### src/edge_pkg.sv
package edge_pkg;

	// bits per colour channel and per grey sample
	localparam int unsigned PIX_W = 8;

	// width of the reported frame clock count
	localparam int unsigned CYC_W = 24;

	// centre weight of both sobel kernels
	localparam int unsigned KERNEL_MID = 2;

	typedef logic [PIX_W-1:0] pix_t;

	// gradient magnitude clips here
	localparam pix_t MAG_MAX = 8'd255;

	typedef struct packed {
		pix_t r;
		pix_t g;
		pix_t b;
	} rgb_t;

	// valid-only video beats, no ready
	typedef struct packed {
		logic valid;
		rgb_t rgb;
	} pix_in_t;

	typedef struct packed {
		logic valid;
		rgb_t rgb;
	} pix_out_t;

	// one vertical slice of the 3x3 window
	typedef struct packed {
		pix_t top;
		pix_t mid;
		pix_t bot;
	} column_t;

	typedef struct packed {
		column_t left;
		column_t centre;
		column_t right;
	} window_t;

	typedef struct packed {
		logic valid;
		pix_t pix;
	} grey_beat_t;

	typedef struct packed {
		logic    valid;
		window_t win;
	} win_beat_t;

endpackage

### src/grey_convert.sv
module grey_convert (
	input  logic                 clk,
	input  logic                 rst_n,
	input  edge_pkg::pix_in_t    pix_in,
	output edge_pkg::grey_beat_t grey
);

	// r + 2g + b peaks at 1020
	logic [9:0]     luma_sum;
	logic           grey_valid;
	edge_pkg::pix_t grey_pix;

	assign luma_sum = 10'(pix_in.rgb.r) + {1'b0, pix_in.rgb.g, 1'b0} + 10'(pix_in.rgb.b);

	always_ff @(posedge clk) begin
		if (!rst_n) begin
			grey_valid <= 1'b0;
		end else begin
			grey_valid <= pix_in.valid;
		end
	end

	// divide by four, drop the fraction
	always_ff @(posedge clk) begin
		if (pix_in.valid) begin
			grey_pix <= luma_sum[9:2];
		end
	end

	assign grey = '{valid: grey_valid, pix: grey_pix};

endmodule

### config.mk
export PLATFORM = sky130hd
export DESIGN_NAME = grey_convert
export DESIGN_NICKNAME = d
export VERILOG_FILES = /design/src/edge_pkg.sv /design/src/grey_convert.sv
export SDC_FILE = /design/constraint.sdc
export NUM_CORES = 1
export LEC_CHECK = 0
export ABC_CLOCK_PERIOD_IN_PS = 2400
export BUFFER_PORTS_ARGS = -buffer_cell sky130_fd_sc_hd__clkbuf_2
export CAP_MARGIN = 30
export CELL_PAD_IN_SITES_DETAIL_PLACEMENT = 1
export CELL_PAD_IN_SITES_GLOBAL_PLACEMENT = 1
export CORE_MARGIN = 2
export CORE_UTILIZATION = 33
export CTS_CLUSTER_DIAMETER = 30
export DETAILED_ROUTE_END_ITERATION = 16
export PLACE_DENSITY_LB_ADDON = 0.1
export SLEW_MARGIN = 20
export SYNTH_ARGS = -nofsm -noshare
export SYNTH_HDL_FRONTEND = slang
export SYNTH_SLANG_ARGS = --single-unit
### constraint.sdc
create_clock -name clk -period 2.4 [get_ports clk]
set_input_delay 0.24 -clock clk [delete_from_list [all_inputs] [get_ports clk]]
set_output_delay 0.24 -clock clk [all_outputs]
set_load 0.005 [all_outputs]
== After elaboration in Yosys (flattened, before gate mapping) ==
Index checks and enable logic that the tools add are counted.

* Flip-flop bits (word level): 9
* Latch bits: 0
* RAM bits: 0
* Memory bits (read-only): 0
* Input port bits: 27
* Output and inout port bits: 9
* Word-level logic and storage cells: 4
* Memories: 0

* Add/subtract/negate cells: 2
* Multipliers: 0
* Divide/modulo/power cells: 0
* $lt $le $gt $ge: 0
* Equality and inequality tests: 0
* Shift operators: 0
* Muxes and demuxes: 0
* Bitwise gates (word level): 0
* Reduce and logical (&&, ||, !) cells: 0

{| class="wikitable"
|+ Operators by type and width
! operator !! count
|-
| $add 10x8->10 || 1
|-
| $add 8x9->10 || 1
|}

== Longest topological paths before layout ==
* Word-level depth: 2
* Depth in mapped cells: 8
* Depth with buffers taken out: 8

== Worst setup path before layout ==
No wires, ideal clock.

* Kind: input-to-reg
* Start: input pix_in[1] (netlist name)
* End: register grey_pix[5] (data pin)
* Library setup time: 0.265 ns
* Arrival time: 1.876 ns
* Required time: 2.135 ns
* Slack: 0.259 ns
* Cell stages on the path: 8
* Buffers on the path: 0
* Cells stage by stage: inv_1 -> fa_1 -> nor2_1 -> fa_1 -> a21o_1 -> a21oi_2 -> a2bb2oi_1 -> a22oi_1

* Cells in the longest elaborated chain, start to end: 1

{| class="wikitable"
|+ Ends and longest elaborated chain
! what !! RTL line !! source
|-
| start, declared || grey_convert.sv:4 || <nowiki>input edge_pkg::pix_in_t pix_in,</nowiki>
|-
| $add 10x8->10 || grey_convert.sv:13 || <nowiki>assign luma_sum = 10'(pix_in.rgb.r) + {1'b0, pix_in.rgb.g, 1'b0} + 10'(pix_in.rgb.b);</nowiki>
|-
| named net luma_sum[7] || grey_convert.sv:9 || <nowiki>logic [9:0] luma_sum;</nowiki>
|-
| end signal, assigned || grey_convert.sv:26 || <nowiki>grey_pix <= luma_sum[9:2];</nowiki>
|-
| end, declared || grey_convert.sv:11 || <nowiki>edge_pkg::pix_t grey_pix;</nowiki>
|}

The timed path passes the listed nets, and every way through them passes these cells.
A chain may end at the register's enable or synchronous reset.

== Worst setup path in the final report ==
Ends and elaborated chain as after synthesis.

==> results.cfg <==
[outcome]
outcome = completed

[global_route]
grt_pass1_wl_um = 2615
gr-total-overflow = 0
track_usage = 0.1337
grt_start_max_net_pins = 10
antenna_found_initial = 0
grt_pass1_vias = 636

[critical_path]
max_stage_delay_ps = 560
cp_common_cell = fa_1
critPathKind = input pin to flop
crit_chain = clkbuf_2, inv_1, fa_1, nor2_1, fa_1, a21o_1, a21oi_2, a2bb2oi_1, a22oi_1
path_max_fanout = 2
start_kind = input pin
worst-endpoint-required_ps = 2380
critical_path.slowest_cell = fa_1
critical_path_arrival_ps = 2060
crit_path_end_kind = flop

[finish]
final_cell_mix = clkbuf_2 (35), fa_1 (8), edfxtp_1 (8)
antenna_cells = 0
syn_to_final_growth_pct = 31.98
n_fill_cell = 276
final_common_cell = clkbuf_2
drive_gt1_frac = 0.4141
nNetsFinal = 142
utilization = 0.4498

[logic_synthesis]
synth_top_area_share = 0.3249
netlist_instances = 60
ys_ff_latch = 9
netlist_area_um2 = 739.5
yosysTopAreaCell = edfxtp_1
yosys-top-cells-area = edfxtp_1 (32%), fa_1 (22%), ha_1 (12%), xnor2_1 (4.7%), nor2_1 (3.0%)
synth_nets = 102
yosysWarnings = 0
yosysUniqueCellTypes = 24
yosysSeqAreaShare = 0.3519
syn_area_per_cell_um2 = 12.32

[placement]
place.port_buffers = 35
dp.final_hpwl_um = 1301
gp_congestion = 0.7113

[hold_path]
worstHoldPathCells = 2
hp-class = input pin to flop
holdPathEnd = grey_valid
holdCritStartpoint = rst_n

[clock_tree]
post-cts-setup-buffers = 0
clk_pin_slew_ps = 60
clock-sinks = 9
htreeDepth = 1
clock_path_buffers = 2
cts_tree = built
cts_buffers = 3
cts-root-buf = clkbuf_4
cts_hold_buf = 0
postCtsResizedCells = 0

[route]
vias_per_cell = 4.709
drtIter0Drc = 1
dr.pass1.iters = 4
num_vias = 598
ant_nets = 0
wire_per_inst_um = 11.13
drc = 0
totalWireLength_um = 1414

[timing]
slew-limit-headroom = 0.8599
period_needed_ps = 2073
setup_viol = 0
finalHoldViolCount = 0
drv_slew = 0
rsz0062_at_grt = false
worst_slew_pin_slew_ps = 210.2
fmax_mhz = 482.5
post-route-period-util = 0.8636
tns_ps = 0

[floorplanning]
core-area_um2 = 2170
start_util = 0.3408
io_pins = 36
num_rows = 17
die_area_um2 = 2635
die_y_um = 51.34
die_x_um = 51.34

[pwr]
ir_drop_v = 0.0002917
powerDensity_nw_per_um2 = 617.1
total_power_uw = 602.2
power.leakage_nw = 0.4874

[job]
cap_viol_max_count = 0
through the flow:
| step | hold WS [ps] | std cells | setup slack (ps) | area, um2 |
|---|---|---|---|---|
| 2_1_floorplan | 352.5 | 60 | 259.4 | 739.5 |
| 3_3_place_gp | 452.4 | 123 | 108.1 | 949.7 |
| 3_5_place_dp | 458.0 | 123 | 49.48 | 949.7 |
| 4_1_cts | 202.6 | 127 | 313.4 | 975.9 |
| 5_1_grt | 195.5 | 127 | 198.7 | 975.9 |
| 6_report | 206.9 | 127 | 327.3 | 975.9 |
synthesized netlist by cell type:
master     n
o21a_1     3
buf_4      1
a2bb2oi_1  1
a21oi_1    1
inv_1      5
nor3_1     1
o22ai_2    1
o211a_1    1
or3_1      1
xor2_1     1
dfxtp_1    1
a22oi_1    1
edfxtp_1   8
and2_1     1
o21ai_0    1
o31a_1     1
ha_1       7
xnor2_1    4
fa_1       8
nor2_1     6
a21oi_2    1
nand2_1    2
and4b_1    1
a21o_1     2
critical path: cells and delay by family:
| family | cells | cell delay (ps) |
|---|---|---|
| AOI/OAI and AO/OA | 4 | 680 |
| buffers and inverters | 2 | 120 |
| adders and majority gates | 2 | 950 |
| and+or+nand+nor | 1 | 60 |
registers in the layout (all words and copies together), names as in the netlist:
name,flops
grey_valid,1
grey_pix,8
kinds of logic (layout without fill, tap and decap cells):
family                   count (synthesis)  in the layout  share of synthesized area
XOR/XNOR                                 5              5                    0.05922
buffers and inverters                    6             45                    0.03554
flip-flops                               9              9                     0.3519
AND/OR/NAND/NOR                         12             12                    0.07784
AO/OA/AOI/OAI                           13             13                     0.1404
adder cells (fa/ha/maj)                 15             15                     0.3350
layer usage:
metal  routed length, um  global-route usage  share of wire
met2                 716              0.2316           0.51
met4                  21             0.06579          0.015
met1                 568              0.1550           0.40
met3                 107             0.02924          0.076
met5                   0                   0              0
area by class of cell:
class / count / area, um2 / share of cell area
clock buffer: 4 / 26.28 / 0.02692
timing repair buffer: 36 / 182.7 / 0.1872
inverter: 5 / 18.77 / 0.01923
tap: 28 / 35.03 / 0.03590
multi-input combinational: 45 / 452.9 / 0.4641
sequential: 9 / 260.3 / 0.2667
worst max-delay path by stage:
stage | start | end | slack, ps
finish | pix_in[1] | grey_pix[5] | 330
CTS | pix_in[1] | grey_pix[5] | 310
global route | pix_in[1] | grey_pix[5] | 200
floorplan | pix_in[1] | grey_pix[5] | 260
detailed placement | pix_in[1] | grey_pix[5] | 50
global placement | pix_in[1] | grey_pix[5] | 110
report_power, final:
group | total [mW] | switching [mW] | internal, mW
Sequential | 0.230 | 0.00798 | 0.222
Clock | 0.106 | 0.0428 | 0.0634
Combinational | 0.266 | 0.128 | 0.138
Total | 0.602 | 0.179 | 0.423
Power figures use the tool's default switching activity.
