$ cat src/edge_pkg.sv
package edge_pkg;

	// bits per colour channel and per grey sample
	localparam int unsigned PIX_W = 8;

	// width of the reported frame clock count
	localparam int unsigned CYC_W = 24;

	// centre weight of both sobel kernels
	localparam int unsigned KERNEL_MID = 2;

	typedef logic [PIX_W-1:0] pix_t;

	// gradient magnitude clips here
	localparam pix_t MAG_MAX = 8'd255;

	typedef struct packed {
		pix_t r;
		pix_t g;
		pix_t b;
	} rgb_t;

	// valid-only video beats, no ready
	typedef struct packed {
		logic valid;
		rgb_t rgb;
	} pix_in_t;

	typedef struct packed {
		logic valid;
		rgb_t rgb;
	} pix_out_t;

	// one vertical slice of the 3x3 window
	typedef struct packed {
		pix_t top;
		pix_t mid;
		pix_t bot;
	} column_t;

	typedef struct packed {
		column_t left;
		column_t centre;
		column_t right;
	} window_t;

	typedef struct packed {
		logic valid;
		pix_t pix;
	} grey_beat_t;

	typedef struct packed {
		logic    valid;
		window_t win;
	} win_beat_t;

endpackage

$ cat src/frame_timer.sv
module frame_timer #(
	parameter int unsigned IMG_COLS = 640,
	parameter int unsigned IMG_ROWS = 480
) (
	input  logic                      clk,
	input  logic                      rst_n,
	input  logic                      in_valid,
	output logic [edge_pkg::CYC_W-1:0] frame_cycles,
	output logic                      frame_done
);

	localparam int unsigned PIX_TOTAL = IMG_COLS * IMG_ROWS;
	localparam int unsigned CNT_W     = (PIX_TOTAL > 1) ? $clog2(PIX_TOTAL) : 1;

	logic [CNT_W-1:0]          pix_cnt;
	logic [edge_pkg::CYC_W-1:0] cyc_cnt;
	logic [edge_pkg::CYC_W-1:0] cyc_now;
	logic                      in_frame;
	logic                      first_pix;
	logic                      last_pix;

	assign first_pix = in_valid && (pix_cnt == '0);
	assign last_pix  = in_valid && (pix_cnt == CNT_W'(PIX_TOTAL - 1));

	// clocks so far including this one
	assign cyc_now = first_pix ? edge_pkg::CYC_W'(1) : cyc_cnt + 1'b1;

	always_ff @(posedge clk) begin
		if (!rst_n) begin
			pix_cnt      <= '0;
			cyc_cnt      <= '0;
			in_frame     <= 1'b0;
			frame_cycles <= '0;
			frame_done   <= 1'b0;
		end else begin
			frame_done <= last_pix;
			if (in_valid) begin
				pix_cnt <= last_pix ? '0 : pix_cnt + 1'b1;
			end
			// gaps inside a frame still count
			if (first_pix || in_frame) begin
				cyc_cnt <= cyc_now;
			end
			if (first_pix) begin
				in_frame <= 1'b1;
			end
			// last pixel ends the frame, even a one-pixel frame
			if (last_pix) begin
				in_frame     <= 1'b0;
				frame_cycles <= cyc_now;
			end
		end
	end

endmodule

$ cat config.mk
export PLATFORM = sky130hd
export DESIGN_NAME = frame_timer
export DESIGN_NICKNAME = d
export VERILOG_FILES = /design/src/edge_pkg.sv /design/src/frame_timer.sv
export SDC_FILE = /design/constraint.sdc
export NUM_CORES = 1
export LEC_CHECK = 0
export ABC_AREA = 0
export BUFFER_PORTS_ARGS = -buffer_cell sky130_fd_sc_hd__buf_2
export CORE_MARGIN = 2
export CORE_UTILIZATION = 59
export CTS_CLUSTER_DIAMETER = 200
export DETAILED_ROUTE_END_ITERATION = 7
export PLACE_DENSITY = 0.87
export SLEW_MARGIN = 10
export SYNTH_ARGS = -nofsm -noshare
export SYNTH_HDL_FRONTEND = slang
export SYNTH_SLANG_ARGS = --single-unit
$ cat constraint.sdc
create_clock -name clk -period 3.1 [get_ports clk]
set_input_delay 0.31 -clock clk [delete_from_list [all_inputs] [get_ports clk]]
set_output_delay 0.31 -clock clk [all_outputs]
set_load 0.01 [all_outputs]
# Word level (Yosys, flattened, before mapping)
# Index checks and enable logic that the tools add are counted.
[totals]
regBits = 69
latch_bits = 0
ram_bits = 0
mem_bits_ro = 0
inputBits = 3
out_inout_bits = 25
memories = 0
[op_classes]
addsub = 2
mul = 0
div_mod_pow = 0
magnitude_cmp = 0
eq_ne = 1
shift = 0
mux = 2
n_bitwise = 1
reduce_logical = 5
[op_table]
columns = ["cell", "n"]
rows = [
  ["24-bit by 1-bit adder with 24-bit output, second input constant", 1],
  ["24-bit two-way mux", 1],
  ["19-bit by 1-bit adder with 19-bit output, second input constant", 1],
  ["19-bit == test, second input constant", 1],
  ["19-bit logical NOT", 1],
  ["19-bit two-way mux", 1],
  ["1-bit logical AND", 2],
  ["2-bit OR reduction", 1],
  ["1-bit logical OR", 1],
  ["1-bit NOT", 1],
]

# Logic depth before layout (Yosys ltp)
[logic_depth]
depth_word = 3
mapped_depth = 7

# Worst setup path before layout
# No wires, ideal clock.
[synth_timing]
path_kind = "register to register"
startpoint = "reg cyc_cnt[0] (netlist bit)"
endpoint = "reg cyc_cnt[20] (netlist bit)"
arrival_ns = 2.097
t_required_ns = 3.030
slack_ns = 0.932
stages_incl_launch_ff = 7
path_buffers = 1
synth_period_minus_slack_ns = 2.168
cell_sequence = "dfxtp_1 -> ha_1 -> nand4_2 -> or4_1 -> buf_2 -> or4_1 -> a21oi_1"
[synth_via]
elab_chain_len = 2
[synth_lines]
columns = ["element", "line_no", "rtl"]
rows = [
  ["start, declared", "frame_timer.sv:16", "logic [edge_pkg::CYC_W-1:0] cyc_cnt;"],
  ["start signal, assigned", "frame_timer.sv:42", "cyc_cnt <= cyc_now;"],
  ["24-bit by 1-bit adder with 24-bit output", "frame_timer.sv:26", "assign cyc_now = first_pix ? edge_pkg::CYC_W'(1) : cyc_cnt + 1'b1;"],
  ["24-bit two-way mux", "frame_timer.sv:26", ""],
]
# Every way passes these cells.
# A chain may end at the register's enable or synchronous reset.

# Worst setup path after layout
# Same ends and word-level chain as after synthesis.

==> flow_summary.json <==
{
  "period_needed_ps": 2410,
  "diodes": 0,
  "cp_common_cell": "or4_1",
  "hpwl_mm": 5.21,
  "viasPerCell": 6.31,
  "syn_inst": 396,
  "min_from": "rst_n",
  "syn2layout_area_growth_pct": 9.56,
  "required_ps": 3390,
  "reg2reg_from": "cyc_cnt[0]$_SDFFE_PN0P_",
  "final_cell_count_no_fill": 485,
  "vdd_ir_drop_max_v": 0.000289,
  "die_w_um": 80.1,
  "p_leak_uw": 0.00124,
  "io_pins": 28,
  "cts_resized": 0,
  "rows": 27,
  "clock_latency_ps": 350,
  "wl_per_cell_um": 16.0,
  "power.density_nw_per_um2": 465,
  "h-tree-depth": 3,
  "cts_root_buf": "clkbuf_8",
  "num_vias": 3060,
  "nets": 414,
  "seq_area_frac_synth_pct": 40.4,
  "slew_viol_final": 0,
  "cp_cell_sequence": "ha_1 -> nand4_2 -> or4_1 -> or4_1 -> a21oi_1",
  "mostFrequentLayoutCells": "dfxtp_1, nor2_1, a21oi_1, buf_2",
  "r2r.worst_path.cells": 5,
  "die_h_um": 80.1,
  "ant_nets": 0,
  "layout_commonest_cell": "dfxtp_1",
  "async_reset_ff_share_pct": 0,
  "post-route-period-util_pct": 77.8,
  "hold_class": "input port to flip-flop",
  "fin_tns_setup_ps": 0,
  "worstMarginPinSlew_ps": 910,
  "drc": 0,
  "start_util_pct": 61.7,
  "p_total_uw": 1740,
  "rr_endpoint": "cyc_cnt[20]$_SDFFE_PN0P_",
  "holdPathEnd": "cyc_cnt[0]$_SDFFE_PN0P_",
  "cpMaxStageDelayCell": "or4_1",
  "grt_max_degree": 24,
  "worstSetupEndpointType": "flip-flop",
  "fin_worst_skew_ps": 8.18,
  "crit_fanout": 9,
  "tritoncts": "done",
  "drive_gt1_share_pct": 15.5,
  "place_congestion": 0.933,
  "grt_pass1_vias": 2844,
  "yosysUniqueCellTypes": 44,
  "start_kind": "flip-flop",
  "regToRegSetupSlack_ps": 690,
  "setup_viol_count_final": 0,
  "netlist_area_um2": 3420,
  "avgSynthCellArea_um2": 8.63,
  "crit_type": "flip-flop to flip-flop",
  "die-area_um2": 6420,
  "dpl.cell_count": 469,
  "grt.total_usage_pct": 27.0,
  "maxCapViolCount": 0,
  "hold_depth": 2,
  "cp_slowest_stage_delay_ps": 720,
  "relSlewSlack_pct": 39.3,
  "max_freq_ghz": 0.414,
  "ys_seq_elements": 69,
  "cts_setup_buffers": 0,
  "synth_nets": 402,
  "ys_warn_count": 0,
  "drtPass1Iterations": 7,
  "final_hold_viol_count": 0,
  "critical_path_arrival_ps": 2700,
  "clk_path_buf_depth": 2,
  "grt_pass1_wl_mm": 13.5,
  "cts_inserted_buffers": 9,
  "clkTransAtPathRegs_ps": 70,
  "io_buffers": 27,
  "ys.flop_type": "dfxtp_1",
  "status": "finished, final reports clean",
  "wl_mm": 7.76,
  "holdBufCountCts": 0,
  "rsz0062_at_grt": "no",
  "antenna_found_initial": 0,
  "synth_edf_count": 0,
  "clkSinkCount": 69,
  "gr-total-overflow": 0,
  "drtIter0Drc": 204,
  "fin_hold_ws_ps": 248,
  "core_region_area_um2": 5540
}
-- registers in the layout, summed over array words and instances, names as in the netlist --
name,flops
cyc_cnt,24
in_frame,1
frame_cycles,24
pix_cnt,19
frame_done,1
-- report_power, final --
part	switching, uW	internal (uW)	leakage, uW	total, uW
combinational	38.8	19.1	0.000578	57.9
sequential	12.7	893	0.000556	905
clock	339	436	0.000106	776
total	391	1350	0.00124	1740
-- per-stage QoR --
step,worst slack [ps],util (%),area (um2)
3_3_place_gp,774,63.8,3530
2_1_floorplan,932,-,3420
4_1_cts,703,67.6,3740
3_5_place_dp,736,63.8,3530
6_report,687,67.6,3740
5_1_grt,526,67.6,3740
-- synthesized netlist by cell type, types with 9 or more instances --
cell | n | area (um2)
buf_2 | 12 | 60.1
nand2_1 | 19 | 71.3
or4_1 | 15 | 113
nor3_1 | 13 | 65.1
nor2_1 | 28 | 105
a22o_1 | 9 | 78.8
inv_1 | 17 | 63.8
nand4_1 | 18 | 113
xnor2_1 | 16 | 140
o31ai_1 | 14 | 105
a21oi_1 | 27 | 135
nand3_1 | 14 | 70.1
o21ai_0 | 10 | 50.1
dfxtp_1 | 69 | 1380
clkbuf_1 | 11 | 41.3
xor2_1 | 19 | 166
or3_1 | 11 | 68.8
nor4_1 | 15 | 93.8
-- cells by family after synthesis --
group	share of synthesized area (%)
buf+inv	6.15
compound gates	17.1
fa+ha+maj	1.10
xor+xnor	8.97
flops	40.4
mux	0.293
simple gates	26.0
-- worst max path at each step --
stage	startpoint	to	slack, ps	cells past startpoint
2_1_floorplan	cyc_cnt[0]$_SDFFE_PN0P_	cyc_cnt[20]$_SDFFE_PN0P_	930	6
3_3_place_gp	in_valid	pix_cnt[18]$_SDFFE_PN0P_	770	5
3_5_place_dp	cyc_cnt[0]$_SDFFE_PN0P_	cyc_cnt[20]$_SDFFE_PN0P_	740	5
4_1_cts	cyc_cnt[0]$_SDFFE_PN0P_	cyc_cnt[20]$_SDFFE_PN0P_	700	5
5_1_grt	pix_cnt[2]$_SDFFE_PN0P_	frame_cycles[15]$_SDFFE_PN0P_	530	4
6_report	cyc_cnt[0]$_SDFFE_PN0P_	cyc_cnt[20]$_SDFFE_PN0P_	690	5
-- worst max-delay path, delay by kind of cell, from the launching register on --
| family | cells | cell delay [ps] |
|---|---|---|
| and+or+nand+nor | 3 | 1460 |
| DFF | 1 | 420 |
| adders and majority gates | 1 | 320 |
| AOI/OAI and AO/OA | 1 | 150 |
-- metal layers --
layer,vias up,track usage [%],wire length [um]
met5,-,0,0
met3,15,6.74,466
met1,1446,35.2,3410
met4,0,10.7,144
met2,115,42.9,3740
li1,1484,-,-
-- layout make-up --
cell class | instances | area (um2)
Clock buffer | 13 | 169
Clock inverter | 3 | 42.5
Fill cell | 458 | 1800
Inverter | 17 | 63.8
Multi-Input combinational cell | 280 | 1830
Sequential cell | 69 | 1380
Tap cell | 72 | 90.1
Timing Repair Buffer | 31 | 165
Power figures use the tool's default switching activity.
