File: src/edge_pkg.sv
package edge_pkg;

	// bits per colour channel and per grey sample
	localparam int unsigned PIX_W = 8;

	// width of the reported frame clock count
	localparam int unsigned CYC_W = 24;

	// centre weight of both sobel kernels
	localparam int unsigned KERNEL_MID = 2;

	typedef logic [PIX_W-1:0] pix_t;

	// gradient magnitude clips here
	localparam pix_t MAG_MAX = 8'd255;

	typedef struct packed {
		pix_t r;
		pix_t g;
		pix_t b;
	} rgb_t;

	// valid-only video beats, no ready
	typedef struct packed {
		logic valid;
		rgb_t rgb;
	} pix_in_t;

	typedef struct packed {
		logic valid;
		rgb_t rgb;
	} pix_out_t;

	// one vertical slice of the 3x3 window
	typedef struct packed {
		pix_t top;
		pix_t mid;
		pix_t bot;
	} column_t;

	typedef struct packed {
		column_t left;
		column_t centre;
		column_t right;
	} window_t;

	typedef struct packed {
		logic valid;
		pix_t pix;
	} grey_beat_t;

	typedef struct packed {
		logic    valid;
		window_t win;
	} win_beat_t;

endpackage

File: src/sobel_mag.sv
module sobel_mag (
	input  logic                 clk,
	input  logic                 rst_n,
	input  edge_pkg::win_beat_t  win,
	output edge_pkg::grey_beat_t mag
);

	// weighted three-tap sum
	// outer taps one, middle tap KERNEL_MID, max 1020
	function automatic logic [9:0] wsum(
		input edge_pkg::pix_t a,
		input edge_pkg::pix_t m,
		input edge_pkg::pix_t c
	);
		return 10'(a) + 10'(m) * 10'(edge_pkg::KERNEL_MID) + 10'(c);
	endfunction

	logic [9:0]        sum_r;
	logic [9:0]        sum_l;
	logic [9:0]        sum_b;
	logic [9:0]        sum_t;
	logic signed [10:0] gx_d;
	logic signed [10:0] gy_d;
	logic signed [10:0] gx_q;
	logic signed [10:0] gy_q;
	logic              s1_valid;
	logic [10:0]       abs_x;
	logic [10:0]       abs_y;
	logic [11:0]       mag_sum;
	edge_pkg::pix_t    clipped;
	edge_pkg::pix_t    mag_pix;
	logic              mag_valid;

	// gx right column minus left column
	assign sum_r = wsum(win.win.right.top, win.win.right.mid, win.win.right.bot);
	assign sum_l = wsum(win.win.left.top, win.win.left.mid, win.win.left.bot);
	// gy bottom row minus top row
	assign sum_b = wsum(win.win.left.bot, win.win.centre.bot, win.win.right.bot);
	assign sum_t = wsum(win.win.left.top, win.win.centre.top, win.win.right.top);

	assign gx_d = $signed({1'b0, sum_r}) - $signed({1'b0, sum_l});
	assign gy_d = $signed({1'b0, sum_b}) - $signed({1'b0, sum_t});

	// |g| fits in 10 bits, sum in 11
	assign abs_x   = gx_q[10] ? -gx_q : gx_q;
	assign abs_y   = gy_q[10] ? -gy_q : gy_q;
	assign mag_sum = abs_x + abs_y;
	assign clipped = (mag_sum > 12'(edge_pkg::MAG_MAX)) ? edge_pkg::MAG_MAX : mag_sum[7:0];

	always_ff @(posedge clk) begin
		if (!rst_n) begin
			s1_valid  <= 1'b0;
			mag_valid <= 1'b0;
		end else begin
			s1_valid  <= win.valid;
			mag_valid <= s1_valid;
		end
	end

	// stage 1 gradients, stage 2 magnitude
	always_ff @(posedge clk) begin
		if (win.valid) begin
			gx_q <= gx_d;
			gy_q <= gy_d;
		end
		if (s1_valid) begin
			mag_pix <= clipped;
		end
	end

	assign mag = '{valid: mag_valid, pix: mag_pix};

endmodule

File: config.mk
export PLATFORM = sky130hd
export DESIGN_NAME = sobel_mag
export DESIGN_NICKNAME = d
export VERILOG_FILES = /design/src/edge_pkg.sv /design/src/sobel_mag.sv
export SDC_FILE = /design/constraint.sdc
export NUM_CORES = 1
export LEC_CHECK = 0
export BUFFER_PORTS_ARGS = -buffer_cell sky130_fd_sc_hd__buf_2
export CAP_MARGIN = 30
export CORE_AREA = 2 2 96 98
export CTS_BUF_LIST = sky130_fd_sc_hd__clkbuf_16
export DETAILED_ROUTE_END_ITERATION = 12
export DIE_AREA = 0 0 98 100
export HOLD_SLACK_MARGIN = 0.15
export MAX_ROUTING_LAYER = met4
export PLACE_DENSITY = 0.69
export SLEW_MARGIN = 20
export SYNTH_ARGS = -nofsm -noshare
export SYNTH_HDL_FRONTEND = slang
export SYNTH_SLANG_ARGS = --single-unit
File: constraint.sdc
create_clock -name clk -period 8.49 [get_ports clk]
set_input_delay 1.698 -clock clk [delete_from_list [all_inputs] [get_ports clk]]
set_output_delay 1.698 -clock clk [all_outputs]
set_load 0.05 [all_outputs]
* Word-level counts from Yosys, hierarchy flattened *
Cells that the tools add are included.

storage, ports and cells
  register bits after elaboration = 32

operators by class
  magnitude comparators = 1
  muxes and demuxes = 2
  add/subtract/negate cells = 13

operator list
  kind                 number
  $add 10x8->10        4
  $add 8x9->10         4
  $mux 11              2
  $neg 11->11          2
  $sub 10x10->11       2
  $add 11x11->12       1
  $gt 12x8->1 const B  1

* Logic depth before layout (Yosys ltp) *
  depth after elaboration = 4
  gate-level depth with buffers = 14
  mapped depth without buffers = 14

* Least setup slack after synthesis *
OpenSTA, ideal clock, no wires.

  path kind = input to register
  start = in win[50] (netlist bit)
  end = reg gx_q[10], data pin
  stages on the path = 13
  required time = 8.323 ns
  setup slack = 3.626 ns
  data arrival time = 4.697 ns
  path buffers = 0
  path through = inv_1 fa_1 inv_1 fa_1 fa_1 inv_1 ha_1 a21o_1 a21oi_1 o21ai_0 o211ai_1 nor2_1 a211oi_1

between the ends
  longest elaborated chain between the ends = 2

RTL lines
  element                 line             RTL
  start: declaration      sobel_mag.sv:4   input edge_pkg::win_beat_t win,
  $add 10x8->10           sobel_mag.sv:15  return 10'(a) + 10'(m) * 10'(edge_pkg::KERNEL_MID) + 10'(c);
  $sub 10x10->11          sobel_mag.sv:41  assign gx_d = $signed({1'b0, sum_r}) - $signed({1'b0, sum_l});
  named net gx_d[10]      sobel_mag.sv:22  logic signed [10:0] gx_d;
  end signal: assignment  sobel_mag.sv:63  gx_q <= gx_d;
  end: declaration        sobel_mag.sv:24  logic signed [10:0] gx_q;

The timed path passes the listed nets, and every way through them passes these cells.
A chain may end at the register's enable or synchronous reset.

* Worst setup path after layout *
Ends and elaborated chain as after synthesis.

==> key figures <==
Outcome
  • Outcome: complete, no violations

Clock tree
  • TritonCTS Sinks: 32
  • # hold bufs at CTS: 0
  • CTS H-tree lvls: 2
  • Clock slew seen by the registers of the worst setup and hold paths: 50 ps
  • Num CTS Buffers: 5
  • Gates resized, CTS repair: 0
  • Skew-Pair Late Insertion Delay: 280 ps
  • CTS tree: done
  • Postcts setup bufs: 0
  • Bufs on Longest Clock Path: 2
  • Root Buffer: clkbuf_16

STA
  • FMAX: 200 MHz
  • Pins Over Slew Limit: 0
  • Setup Skew: 4.17 ps
  • Hold slack: 610 ps
  • Worst-Margin Slew: 501 ps
  • Slew Limit Headroom: 0.666
  • Min setup slack post-route: 3490 ps
  • Final period demand of the worst path: 5000 ps
  • RSZ-0062 raised after global routing: false
  • Setup TNS: 0 ps
  • Ratio of final minimum period to clock period: 0.589
  • Final Hold Viols: 0
  • Final Setup Violations: 0

Yosys
  • Top_reg_cell synth: edfxtp_1
  • Synth cell types: 45
  • Post-synthesis compound-gate area fraction: 0.0911
  • Netlist Area Pre-Place: 0.00426 mm2
  • Post-Synth Adder-Cell Area: 0.405
  • Share of flip-flops with an asynchronous set or reset: 0
  • Largest family of logic cells by synthesized area: adder cells
  • Synth Instances: 429
  • Synth Register Bits: 32
  • Number of enable flip-flop cells after synthesis: 30
  • Mapped Nets: 604
  • Register area share after synthesis: 0.221
  • Multiplexer share of the synthesized area: 0
  • Synth Area in XOR/XNOR: 0.0700
  • Simple-gate share of the synthesized area: 0.0964
  • Ys Warns: 0
  • Mapped Avg Cell Area: 9.92 um2

Critical path
  • Worst path max stage delay: 610 ps
  • CP top delay family: adder cells
  • CP Capture Type: register
  • Worst r2r src: gx_q[3]$_DFFE_PP_
  • Required @ worst endpoint: 8590 ps
  • RR Endpoint: mag_pix[5]$_SDFFCE_PN1P_
  • Worst Reg-to-Reg Cells: 10
  • Bufs and invs on worst path: 4
  • Critical path launch point type: input port
  • Setup slack, reg-to-reg: 5260 ps
  • WS Path Type: in2reg
  • Crit path DAT: 5100 ps
  • CP max FO: 2
  • Critical path, cell by cell: buf_2, inv_1, fa_1, inv_1, fa_1, fa_1, inv_1, ha_1, a21o_1, a21oi_1, o21ai_0, o211ai_1, nor2_1, a211oi_1
  • Crit-path slowest cell: fa_1

Floorplan
  • Die W: 98 um
  • Initial core utilization: 0.479
  • I/O pin cnt: 84
  • # rows: 35
  • Die height: 100 um
  • Core outline area: 0.00889 mm2
  • Die area: 0.00980 mm2

Hold path
  • Hold Crit Depth: 0
  • Hold_sp: s1_valid$_SDFF_PN0_
  • Hold Path Class: reg2reg
  • Hold EP: mag_pix[5]$_SDFFCE_PN1P_

Placed design
  • Inst Count DP: 612
  • Port bufs: 75
  • Hpwl dp: 6.41 mm
  • Cell area after placement: 0.00476 mm2
  • RePlAce Congestion: 0.887
  • Post-placement setup slack: 3160 ps

Drt
  • TritonRoute pass-1 iters: 4
  • WL final: 7.12 mm
  • # DRC: 0
  • Antenna-violating nets left: 0
  • Via count: 2966
  • Routed len/inst: 11.5 um
  • DR iter-0 viols: 58
  • Vias/cell: 4.78

Cells and area
  • Share of layout cells above drive strength 1: 0.177
  • Nets@finish: 683
  • Synth-to-Final Area Change: 14.9%
  • Post-Route Utilization: 0.550
  • Non-filler cells, final: 620
  • Most frequent cells in the layout: inv_1, buf_2, fa_1
  • N_diodes: 0
  • Post-route cell area: 0.00489 mm2
  • Commonest non-fill, non-tap cell in the layout: inv_1

Power and ir drop
  • Worst VDD drop: 0.184 mV
  • Pleak: 2.48 nW
  • Total power: 2.02 mW
  • Pwr Density: 414 mW/mm2

Global route
  • Vias in the first global route: 3067
  • Largest net degree at the start of global routing: 24
  • Antenna violations before repair: 0
  • Gr ovfl total: 0
  • First-pass GRT wire length: 12.7 mm
  • GRT Total Usage: 0.161

Job
  • Max-cap violations: 0
==> flip-flops by register name, summed over array words and instances (netlist names) <==
register and count:
mag_pix 8, gx_q 11, gy_q 11, mag_valid 1, s1_valid 1
==> routing by layer <==
| metal | vias to the layer above | GRT usage | wire length [um] |
|---|---|---|---|
| met2 | 70 | 0.291 | 3790 |
| met3 | 15 | 0.0223 | 263 |
| met4 | 0 | 0.0524 | 167 |
| met5 | - | - | 0 |
| li1 | 1500 | - | - |
| met1 | 1381 | 0.185 | 2890 |
==> cell usage after synthesis (all sizes together) (6+ instances only) <==
library cell,instances,area [um2]
nor2,13,48.8
inv,128,480
o21ai,15,75.1
ha,37,463
nand3,6,30.0
a21o,7,53.8
xnor2,29,254
nand2,22,82.6
edfxtp,30,901
fa,63,1260
a21oi,13,65.1
nor2b,7,43.8
or3,6,42.5
==> kinds of logic after synthesis <==
kind of cell	count (synthesis)
simple gates	76
compound gates	56
buf+inv	131
xor+xnor	34
fa+ha+maj	100
flops	32
==> how the worst max path moves through the flow <==
stage                 start                  to  depth (start not counted)
floorplan           win[50]  gx_q[10]$_DFFE_PP_                         13
finish              win[50]  gx_q[10]$_DFFE_PP_                         14
global placement    win[50]  gx_q[10]$_DFFE_PP_                         14
global route        win[50]  gx_q[10]$_DFFE_PP_                         14
CTS                 win[50]  gx_q[10]$_DFFE_PP_                         14
detailed placement  win[50]  gx_q[10]$_DFFE_PP_                         14
==> report_power, final <==
group | internal [mW] | switching [mW]
sequential | 0.313 | 0.0563
combinational | 0.662 | 0.827
clock | 0.105 | 0.0600
==> layout make-up <==
class / instances / area [um2]
inverter: 128 / 480
multi-input combinational: 266 / 2820
timing repair buffer: 75 / 375
tap: 111 / 139
sequential: 32 / 941
clock buffer: 5 / 125
clock inverter: 3 / 11.3
fill: 808 / 4000
Note: power is estimated with default switching activity, not from simulation.
