File: config.mk
export PLATFORM = sky130hd
export DESIGN_NAME = stream_delay
export DESIGN_NICKNAME = d
export VERILOG_FILES = /design/src/edge_pkg.sv /design/src/stream_delay.sv
export SDC_FILE = /design/constraint.sdc
export NUM_CORES = 1
export LEC_CHECK = 0
export ABC_AREA = 1
export BUFFER_PORTS_ARGS = -buffer_cell sky130_fd_sc_hd__buf_2
export CAP_MARGIN = 5
export CORE_UTILIZATION = 44
export DETAILED_ROUTE_END_ITERATION = 12
export GPL_ROUTABILITY_DRIVEN = 0
export PLACE_DENSITY = 0.82
export SYNTH_ARGS = -nofsm -noshare
export SYNTH_HDL_FRONTEND = slang
export SYNTH_SLANG_ARGS = --single-unit
File: constraint.sdc
create_clock -name clk -period 0.8 [get_ports clk]
set_clock_uncertainty 0.15 [all_clocks]
set_input_delay 0 -clock clk [delete_from_list [all_inputs] [get_ports clk]]
set_output_delay 0 -clock clk [all_outputs]
set_load 0.01 [all_outputs]
File: src/edge_pkg.sv
package edge_pkg;

	// bits per colour channel and per grey sample
	localparam int unsigned PIX_W = 8;

	// width of the reported frame clock count
	localparam int unsigned CYC_W = 24;

	// centre weight of both sobel kernels
	localparam int unsigned KERNEL_MID = 2;

	typedef logic [PIX_W-1:0] pix_t;

	// gradient magnitude clips here
	localparam pix_t MAG_MAX = 8'd255;

	typedef struct packed {
		pix_t r;
		pix_t g;
		pix_t b;
	} rgb_t;

	// valid-only video beats, no ready
	typedef struct packed {
		logic valid;
		rgb_t rgb;
	} pix_in_t;

	typedef struct packed {
		logic valid;
		rgb_t rgb;
	} pix_out_t;

	// one vertical slice of the 3x3 window
	typedef struct packed {
		pix_t top;
		pix_t mid;
		pix_t bot;
	} column_t;

	typedef struct packed {
		column_t left;
		column_t centre;
		column_t right;
	} window_t;

	typedef struct packed {
		logic valid;
		pix_t pix;
	} grey_beat_t;

	typedef struct packed {
		logic    valid;
		window_t win;
	} win_beat_t;

endpackage

File: src/stream_delay.sv
module stream_delay #(
	parameter type         T     = edge_pkg::pix_in_t,
	parameter int unsigned DEPTH = 2
) (
	input  logic clk,
	input  logic rst_n,
	input  T     d,
	output T     q
);

	// payload stages, valid field rebuilt from vld
	T           pipe [DEPTH];
	logic [DEPTH-1:0] vld;

	always_ff @(posedge clk) begin
		if (!rst_n) begin
			vld <= '0;
		end else begin
			vld[0] <= d.valid;
			for (int i = 1; i < DEPTH; i++) begin
				vld[i] <= vld[i-1];
			end
		end
	end

	// shifts every clock so gaps keep their spacing
	always_ff @(posedge clk) begin
		pipe[0] <= d;
		for (int i = 1; i < DEPTH; i++) begin
			pipe[i] <= pipe[i-1];
		end
	end

	always_comb begin
		q       = pipe[DEPTH-1];
		q.valid = vld[DEPTH-1];
	end

endmodule

== Word level (Yosys, flattened, before mapping) ==
Memories as Yosys holds them, arrays and structs flattened.
Index checks and enable logic that the tools add are counted.
Word-level totals
  output and inout bits: 25
  bits of input ports: 27
  bits in writable memories: 50
  memories kept: 1
  logic and storage cells: 2
  bits in registers: 2
Memory list
  pipe: depth 2, bits a word 25, read ports 2, clocked after Yosys merged registers in 0, wr ports 2, RTL line stream_delay.sv:12  | T pipe [DEPTH];

== Logic depth before layout (Yosys ltp) ==
Gate-level depths: netlist (run 1).
  word-level depth: 0
  gate-level depth with buffers: 2
  mapped depth without buffers: 2

== Least setup slack after synthesis (run 1) ==
No wires, ideal clock.
  path kind: reg-to-reg
  start: reg vld[0]
  end: reg vld[1]
  cell stages (with the launch flop): 3
  required time: 0.541 ns
  slack: 0.191 ns
  arrival time: 0.350 ns
  buffers on the path: 0
  path through: dfxtp_1 -> nand2_1 -> inv_1
RTL lines
  from (decl): RTL line stream_delay.sv:13  | logic [DEPTH-1:0] vld;
  from (signal assigned): RTL line stream_delay.sv:19  | vld[0] <= d.valid;
  from (signal, indexed assignment): RTL line stream_delay.sv:21  | vld[i] <= vld[i-1];
No word-level cell between the ends.

==> results of run 1 <==
final cells by class:
| cell class | count | area (um^2) | share of cell area, % |
|---|---|---|---|
| Multi-Input combinational cell | 2 | 7.51 | 0.429 |
| Timing Repair Buffer | 77 | 628 | 35.9 |
| Tap cell | 30 | 37.5 | 2.15 |
| Sequential cell | 50 | 1020 | 58.5 |
| Inverter | 2 | 7.51 | 0.429 |
| Clock buffer | 7 | 45.0 | 2.58 |
metrics by stage:
step	instance area, um^2	setup WS [ps]	cells	utilization, %
after global routing	1750	-200	168	69.3
after CTS	1640	-173	168	64.9
after detailed placement	1310	174	135	51.9
final	1750	-153	168	69.3
after floorplan	1200	191	79	-
after global placement	1310	183	135	51.9
sequential cells by signal, indices dropped and copies added, names as in the netlist:
name	count
pipe	48
vld	2
synth_stat cells:
cell type | n | area [um^2]
buf_4 | 25 | 188
dfxtp_1 | 50 | 1000
inv_1 | 2 | 7.51
nand2_1 | 2 | 7.51
timing repair:
action                                  4_1_cts  5_1_grt
hold endpoints to repair                     26        0
resized for setup                             6       30
hold buffers                                 26        0
endpoints found under the setup margin       25       25
final timing paths:
| kind | slack (ps) | depth (start not counted) | end |
|---|---|---|---|
| min | 140 | 2 | pipe[0][17]$_DFF_P_ |
| max | -150 | 1 | q[13] |
| min reg2reg | 170 | 0 | pipe[0][34]$_DFF_P_ |
| max reg2reg | 130 | 2 | vld[1]$_SDFF_PN0_ |
cell usage in the layout, fill, tap and decap left out:
cell type	n
buf_2	33
dfxtp_1	32
buf_6	18
inv_1	2
clkbuf_4	5
dfxtp_2	18
clkbuf_1	2
dlygate4sd3_1	26
nand2_1	2
cells by family after synthesis:
| logic type | after synthesis |
|---|---|
| flip-flops | 50 |
| buffers and inverters | 27 |
| AND/OR/NAND/NOR | 2 |
routing by layer:
layer | vias to the layer above | global-route usage (%)
met5 | - | 0
met4 | 0 | 10.3
met3 | 5 | 6.11
met2 | 35 | 26.8
met1 | 265 | 9.15
li1 | 329 | -
report_power, final:
part | switching [W] | internal (W) | total, W
clock | 0.000641 | 0.000333 | 0.000974
combinational | 0.0000922 | 0.000222 | 0.000315
sequential | 0.0000396 | 0.00263 | 0.00267
total | 0.000773 | 0.00319 | 0.00396
==> impl_metrics.tcl, run 1 <==
set metrics [dict create \
    m1WireLength_um 589 \
    crit_required_ps 650 \
    ys_seq_area_share_pct 83.2 \
    cts_setup_buffers 0 \
    nets 165 \
    n_fill_cell 183 \
    antenna_found_initial 0 \
    worst_path_largest_cell_delay_ps 340 \
    clk_latency_ps 340 \
    yosysWarnings 0 \
    fin_total_pwr_w 0.00396 \
    rsz0062_at_grt "yes" \
    crit_path_end_kind "output pin" \
    start_kind "flip-flop" \
    root_buffer "clkbuf_4" \
    drtPass1Iterations 1 \
    crit_chain "buf_6" \
    slew_headroom_pct 91.8 \
    fp.dieH_um 54.3 \
    synth_top_family_by_area "buffers and inverters" \
    cpMaxStageDelayCell "dfxtp_2" \
    drv_cap 0 \
    ys_types 4 \
    clk_path_buf_depth 2 \
    num_antenna_cells 0 \
    worst-slew-pin-transition_ps 122 \
    drtIter0Drc 0 \
    drc 0 \
    yosys.area_share.simple_pct 0.624 \
    synth_area_um2 1200 \
    cts_tree "done" \
    grt_pass1_vias 639 \
    fin_crit_sh_pct 119 \
    fin_crit_ps 953 \
    violations "setup timing" \
    timing.rr.start "vld[0]$_SDFF_PN0_" \
    hold_class "input pin to flip-flop" \
    path_delay_family "flip-flops" \
    hold_viol 0 \
    cts_made_buffers 5 \
    initial_utilization_pct 47.7 \
    status "finished, violations left" \
    powerDensity_nw_per_um2 2260 \
    setup_violations 25 \
    fmax_ghz 1.05 \
    cts.clk_slew.worst_paths_ps 120 \
    cp.arrival_ps 800 \
    layout-drive-gt1-share_pct 53.6 \
    synthXorXnorAreaFrac_pct 0 \
    syn-num-nets 106 \
    row_count 18 \
    grt_overflow 0 \
    synth_mux_area_share_pct 0 \
    grt_max_degree 14 \
    viasPerCell 3.77 \
    hp-start "d[17]" \
    dp_hpwl_um 987 \
    hold_ws_ps 136 \
    path_class "flip-flop to output pin" \
    grt_util_all_layers_pct 13.5 \
    syn2layout_area_growth_pct 45.3 \
    post_drt_wl_per_cell_um 10.9 \
    grt_pass1_wl_um 2480 \
    drv_slew 0 \
    die_width_um 54.3 \
    wl_met2_um 1050 \
    worst-path-max-fanout 1 \
    critPathBufInv 1 \
    synth-seq-cells 50 \
    cts.sinks 50 \
    antenna_left 0 \
    syn_inst 79 \
    dieArea_um2 2950 \
    htreeDepth 2 \
    peakVddDrop_uv 1700 \
    setup_slack_ps -153 \
    syn_avg_cell_area_um2 15.2 \
    synth_compound_area_share_pct 0 \
    io_buffers 51 \
    wirelength_um 1830 \
    core_area_um2 2520 \
    cellLeakagePower_nw 0.815 \
    routed-via-count 634 \
    synthAdderAreaFrac_pct 0 \
    ios 52 \
    setup_tns_ps -3310 \
    crit_start "pipe[0][38]$_DFF_P_" \
    met3_length_um 149 \
    top_layer "met4" \
]
Power figures use the tool's default switching activity.
==> run 2: changes to the inputs <==
SKIP_CTS_REPAIR_TIMING = 1   (was unset)
==> run 2 against run 1 <==
Compared with the run above: the run still ends with setup timing left; sequential power about the same; critical path depth stayed put; utilization stayed put; hold slack improved by 2.0 ps; total power shrank 0.14%; global-route usage fell by 2.8 points; setup slack gained 9.4 ps; flip-flop and latch count unchanged; sequential share of layout area stayed put; cell area is the same; count of clock-buffer cells in the layout stayed put.
==> impl_metrics.tcl, run 2 (synthesized netlist as in run 1, its figures left out) <==
set metrics [dict create \
    fin_crit_ps 944 \
    reg.largest.list "pipe x48, vld x2" \
    r2r_setup_slack_ps 150 \
    antenna_found_initial 0 \
    status "finished, violations left" \
    cts_made_buffers 5 \
    slew_headroom_pct 92.1 \
    antenna_left 0 \
    violations "setup timing" \
    peakVddDrop_uv 1780 \
    hold_ws_ps 138 \
    grt_pass1_wl_um 1940 \
    cts_tree "done" \
    grt_pass1_vias 483 \
    seqCellArea_um2 1020 \
    cellLeakagePower_nw 0.815 \
    path_class "flip-flop to output pin" \
    crit_chain "buf_6" \
    wirelength_um 1830 \
    largest_reg_flops 48 \
    initial_utilization_pct 47.7 \
    num_antenna_cells 0 \
    cts.clk_slew.worst_paths_ps 120 \
    grtUsageMet1_pct 9.00 \
    use_met2_pct 17.5 \
    p_int_w 0.00319 \
    clk_path_buf_depth 2 \
    setup_violations 25 \
    netSwitchingFraction_pct 19.4 \
    r2r.worst_path.cells 2 \
    met3_usage_pct 5.83 \
    ios 52 \
    critPathBufInv 1 \
    regMostFlops "pipe" \
    rsz0062_at_grt "yes" \
    multi_input_area_um2 7.51 \
    cp.depth 1 \
    grt_max_degree 14 \
    crit_start "pipe[0][38]$_DFF_P_" \
    fp.dieH_um 54.3 \
    worst-slew-pin-transition_ps 119 \
    path_delay_family "flip-flops" \
    fmax_ghz 1.06 \
    drv_slew 0 \
    drc 0 \
    worst_path_largest_cell_delay_ps 340 \
    grt_overflow 0 \
    hold_class "input pin to flip-flop" \
    layout_commonest_cell "buf_2" \
    crit_end "q[13]" \
    fin_crit_sh_pct 118 \
    htreeDepth 2 \
    clk_latency_ps 330 \
    drtIter0Drc 1 \
    n_fill_cell 184 \
    cts.sinks 50 \
    io_buffers 51 \
    finish.utilization_pct 69.3 \
    powerDensity_nw_per_um2 2260 \
    dp_hpwl_um 987 \
    clkPwrFrac_pct 24.5 \
    syn2layout_area_growth_pct 45.3 \
    core_area_um2 2520 \
    dieArea_um2 2950 \
    cpMaxStageDelayCell "dfxtp_2" \
    worst-path-max-fanout 1 \
    root_buffer "clkbuf_4" \
    routed-via-count 641 \
    drtPass1Iterations 2 \
    crit_required_ps 650 \
    drv_cap 0 \
    viasPerCell 3.82 \
    pre_cts_slack_ps 174 \
    grt_util_all_layers_pct 10.7 \
    die_width_um 54.3 \
    nets 165 \
    p_switching_w 0.000768 \
    fin_total_pwr_w 0.00395 \
    cp.arrival_ps 790 \
    post_drt_wl_per_cell_um 10.9 \
    p_seq_share_pct 67.5 \
    power_frac_comb_pct 8.0 \
    start_kind "flip-flop" \
    layout_common_cells "33 x buf_2, 32 x dfxtp_1, 26 x dlygate4sd3_1" \
    top_usage_layer "met2" \
    setup_slack_ps -144 \
    timing.rr.start "vld[0]$_SDFF_PN0_" \
    layout-drive-gt1-share_pct 53.6 \
    crit_path_end_kind "output pin" \
    hold_viol 0 \
    rr_endpoint "vld[1]$_SDFF_PN0_" \
    row_count 18 \
]
## run 2: per-stage QoR
step | setup TNS, ps | std cells | area [um^2]
after global placement | 0 | 135 | 1310
after detailed placement | 0 | 135 | 1310
after global routing | -4450 | 168 | 1750
final | -3250 | 168 | 1750
after CTS | -3990 | 142 | 1350
after floorplan | 0 | 79 | 1200
## run 2: layout make-up
| type | instances | share of cell area [%] |
|---|---|---|
| clock buffers | 7 | 2.58 |
| inverters | 2 | 0.429 |
| multi-input cells | 2 | 0.429 |
| flip-flops and latches | 50 | 58.5 |
| well taps | 30 | 2.15 |
| repair buffers | 77 | 35.9 |
## run 2: routing by layer
metal  routed length [um]  share of wire [%]
met2                 1070                 58
met5                    0                  0
met3                  159                8.7
met4                   32                1.7
met1                  572                 31
## run 2: worst min-delay path by stage
stage	start	endpoint	slack, ps	cells after the start
6_report	d[17]	pipe[0][17]$_DFF_P_	140	2
3_5_place_dp	d[21]	pipe[0][21]$_DFF_P_	-50	1
3_3_place_gp	d[9]	pipe[0][9]$_DFF_P_	-50	1
2_1_floorplan	d[0]	pipe[0][0]$_DFF_P_	-120	0
4_1_cts	d[21]	pipe[0][21]$_DFF_P_	-420	1
5_1_grt	d[8]	pipe[0][8]$_DFF_P_	110	2
## run 2: power groups by stage
stage / clock, W / combinational (W) / sequential (W)
floorplan: 0 / 0.000129 / 0.00270
global placement: 0 / 0.000159 / 0.00270
detailed placement: 0 / 0.000163 / 0.00271
CTS: 0.00103 / 0.000163 / 0.00265
global route: 0.00113 / 0.000338 / 0.00269
finish: 0.000968 / 0.000315 / 0.00267
==> run 3: changes to the inputs <==
ABC_AREA = 0   (was 1)
==> run 3 against run 2 <==
Compared with the run above: the run still ends with setup timing left; clock power grew 13%; sequential power hardly changed; die area is 0.18% lower; combinational power down 6.7%; utilization shrank 1.3 points; final cell count fell by 0.60%; critical path type unchanged; critical endpoint is now q[5]; highest routed layer unchanged.
==> impl_metrics.tcl, run 3 <==
set metrics [dict create \
    synth_edf_count 0 \
    cp.depth 1 \
    clk_latency_ps 330 \
    viasPerCell 3.87 \
    syn_avg_cell_area_um2 15.6 \
    wirelength_um 1720 \
    cellLeakagePower_nw 0.798 \
    path_delay_family "flip-flops" \
    synthDominantCellAreaShare_pct 83.3 \
    post_drt_wl_per_cell_um 10.3 \
    drc 0 \
    async_reset_ff_share_pct 0 \
    rr_endpoint "vld[1]$_SDFF_PN0_" \
    synthFlopType "dfxtp_1" \
    pre_cts_slack_ps 129 \
    powerDensity_nw_per_um2 2360 \
    nets 163 \
    r2r.worst_path.cells 1 \
    peakVddDrop_uv 2030 \
    status "finished, violations left" \
    htreeDepth 2 \
    die_width_um 54.3 \
    crit_start "pipe[0][30]$_DFF_P_" \
    cpMaxStageDelayCell "dfxtp_1" \
    violations "setup timing" \
    routed-via-count 647 \
    instances_no_fill 167 \
    reg.largest.list "pipe x48, vld x2" \
    row_count 18 \
    antenna_left 0 \
    synth-seq-cells 50 \
    ys_top_cells_by_count "50 x dfxtp_1, 25 x buf_4, 2 x and2_1" \
    start_kind "flip-flop" \
    synth.most_common_cell "dfxtp_1" \
    cts_made_buffers 5 \
    critPathBufInv 1 \
    regMostFlops "pipe" \
    worst-slew-pin-transition_ps 123 \
    crit_chain "buf_2" \
    finish.utilization_pct 68.1 \
    io_buffers 51 \
    layout-drive-gt1-share_pct 51.1 \
    syn2layout_area_growth_pct 42.9 \
    drv_slew 0 \
    crit_end "q[5]" \
    yosysWarnings 0 \
    slew_headroom_pct 91.8 \
    grt_pass1_vias 517 \
    num_antenna_cells 0 \
    fin_total_pwr_w 0.00405 \
    crit_path_end_kind "output pin" \
    initial_utilization_pct 47.6 \
    timing.rr.start "vld[0]$_SDFF_PN0_" \
    cp.arrival_ps 800 \
    worst-path-max-fanout 1 \
    grt_util_all_layers_pct 10.0 \
    crit_required_ps 650 \
    core_area_um2 2520 \
    layout_commonest_cell "buf_2" \
    layout_common_cells "39 x buf_2, 38 x dfxtp_1, 26 x dlygate4sd3_1" \
    setup_slack_ps -147 \
    synth_area_um2 1200 \
    hold_viol 0 \
    hold_class "input pin to flip-flop" \
    fmax_ghz 1.06 \
    place_area_um2 1310 \
    drtPass1Iterations 1 \
    r2r_setup_slack_ps 100 \
    cts.clk_slew.worst_paths_ps 120 \
    dieArea_um2 2940 \
    syn-num-nets 104 \
    largest_reg_flops 48 \
    grt_overflow 0 \
    ios 52 \
    path_class "flip-flop to output pin" \
    grt_pass1_wl_um 1890 \
    fp.dieH_um 54.3 \
    yosys-top-cells-area "dfxtp_1 83%, buf_4 16%, and2_1 1.0%" \
    cts.sinks 50 \
    drtIter0Drc 0 \
    clk_path_buf_depth 2 \
    fin_crit_ps 947 \
    yosys.area.top_type "dfxtp_1" \
    worst_path_largest_cell_delay_ps 330 \
    cts_tree "done" \
    root_buffer "clkbuf_4" \
    final_area_um2 1720 \
    n_fill_cell 199 \
    grt_max_degree 15 \
    dpl.cell_count 133 \
    syn_inst 77 \
    setup_violations 25 \
    ys_types 3 \
    fin_crit_sh_pct 118 \
    drv_cap 0 \
    antenna_found_initial 0 \
    rsz0062_at_grt "yes" \
    ys_seq_area_share_pct 83.3 \
]
[run 3: changes by cell type after synthesis, sizes merged]
cell and change:
and2 +2, inv -2, nand2 -2
[run 3: cell families (layout without fill, tap and decap cells)]
| logic type | after synthesis | in the layout | share of synthesized area [%] |
|---|---|---|---|
| buf+inv | 25 | 85 | 15.6 |
| flops | 50 | 50 | 83.3 |
| simple gates | 2 | 2 | 1.04 |
[run 3: cell type report]
cell class / count / area [um^2] / area share (%)
clock buffers: 7 / 55.1 / 3.21
clock inverters: 1 / 5.00 / 0.292
multi-input cells: 2 / 12.5 / 0.729
flip-flops and latches: 50 / 1020 / 59.2
well taps: 30 / 37.5 / 2.19
repair buffers: 77 / 591 / 34.4
[run 3: power by group]
group          internal (W)  switching [W]
combinational      0.000205      0.0000885
sequential          0.00263      0.0000365
clock              0.000427       0.000661
[run 3: worst min path at each step]
stage	slack [ps]	cells after the start	start	to
global route	100	2	d[2]	pipe[0][2]$_DFF_P_
finish	140	2	d[8]	pipe[0][8]$_DFF_P_
floorplan	-120	0	d[0]	pipe[0][0]$_DFF_P_
detailed placement	-50	1	d[20]	pipe[0][20]$_DFF_P_
global placement	-50	1	d[9]	pipe[0][9]$_DFF_P_
CTS	-410	1	d[20]	pipe[0][20]$_DFF_P_
[run 3: per-layer routing]
| layer | track usage [%] | vias to the layer above | part of all wire (%) |
|---|---|---|---|
| li1 | - | 328 | - |
| met1 | 7.56 | 282 | 33 |
| met2 | 18.1 | 34 | 57 |
| met3 | 6.67 | 3 | 8.4 |
| met4 | 6.41 | 0 | 1.0 |
| met5 | 0 | - | 0 |
[run 3: metrics by stage]
stage | hold WS [ps] | setup TNS (ps)
6_report | 135 | -3210
5_1_grt | 101 | -4600
4_1_cts | -414 | -3790
3_5_place_dp | -46.4 | 0
3_3_place_gp | -48.1 | 0
2_1_floorplan | -122 | 0
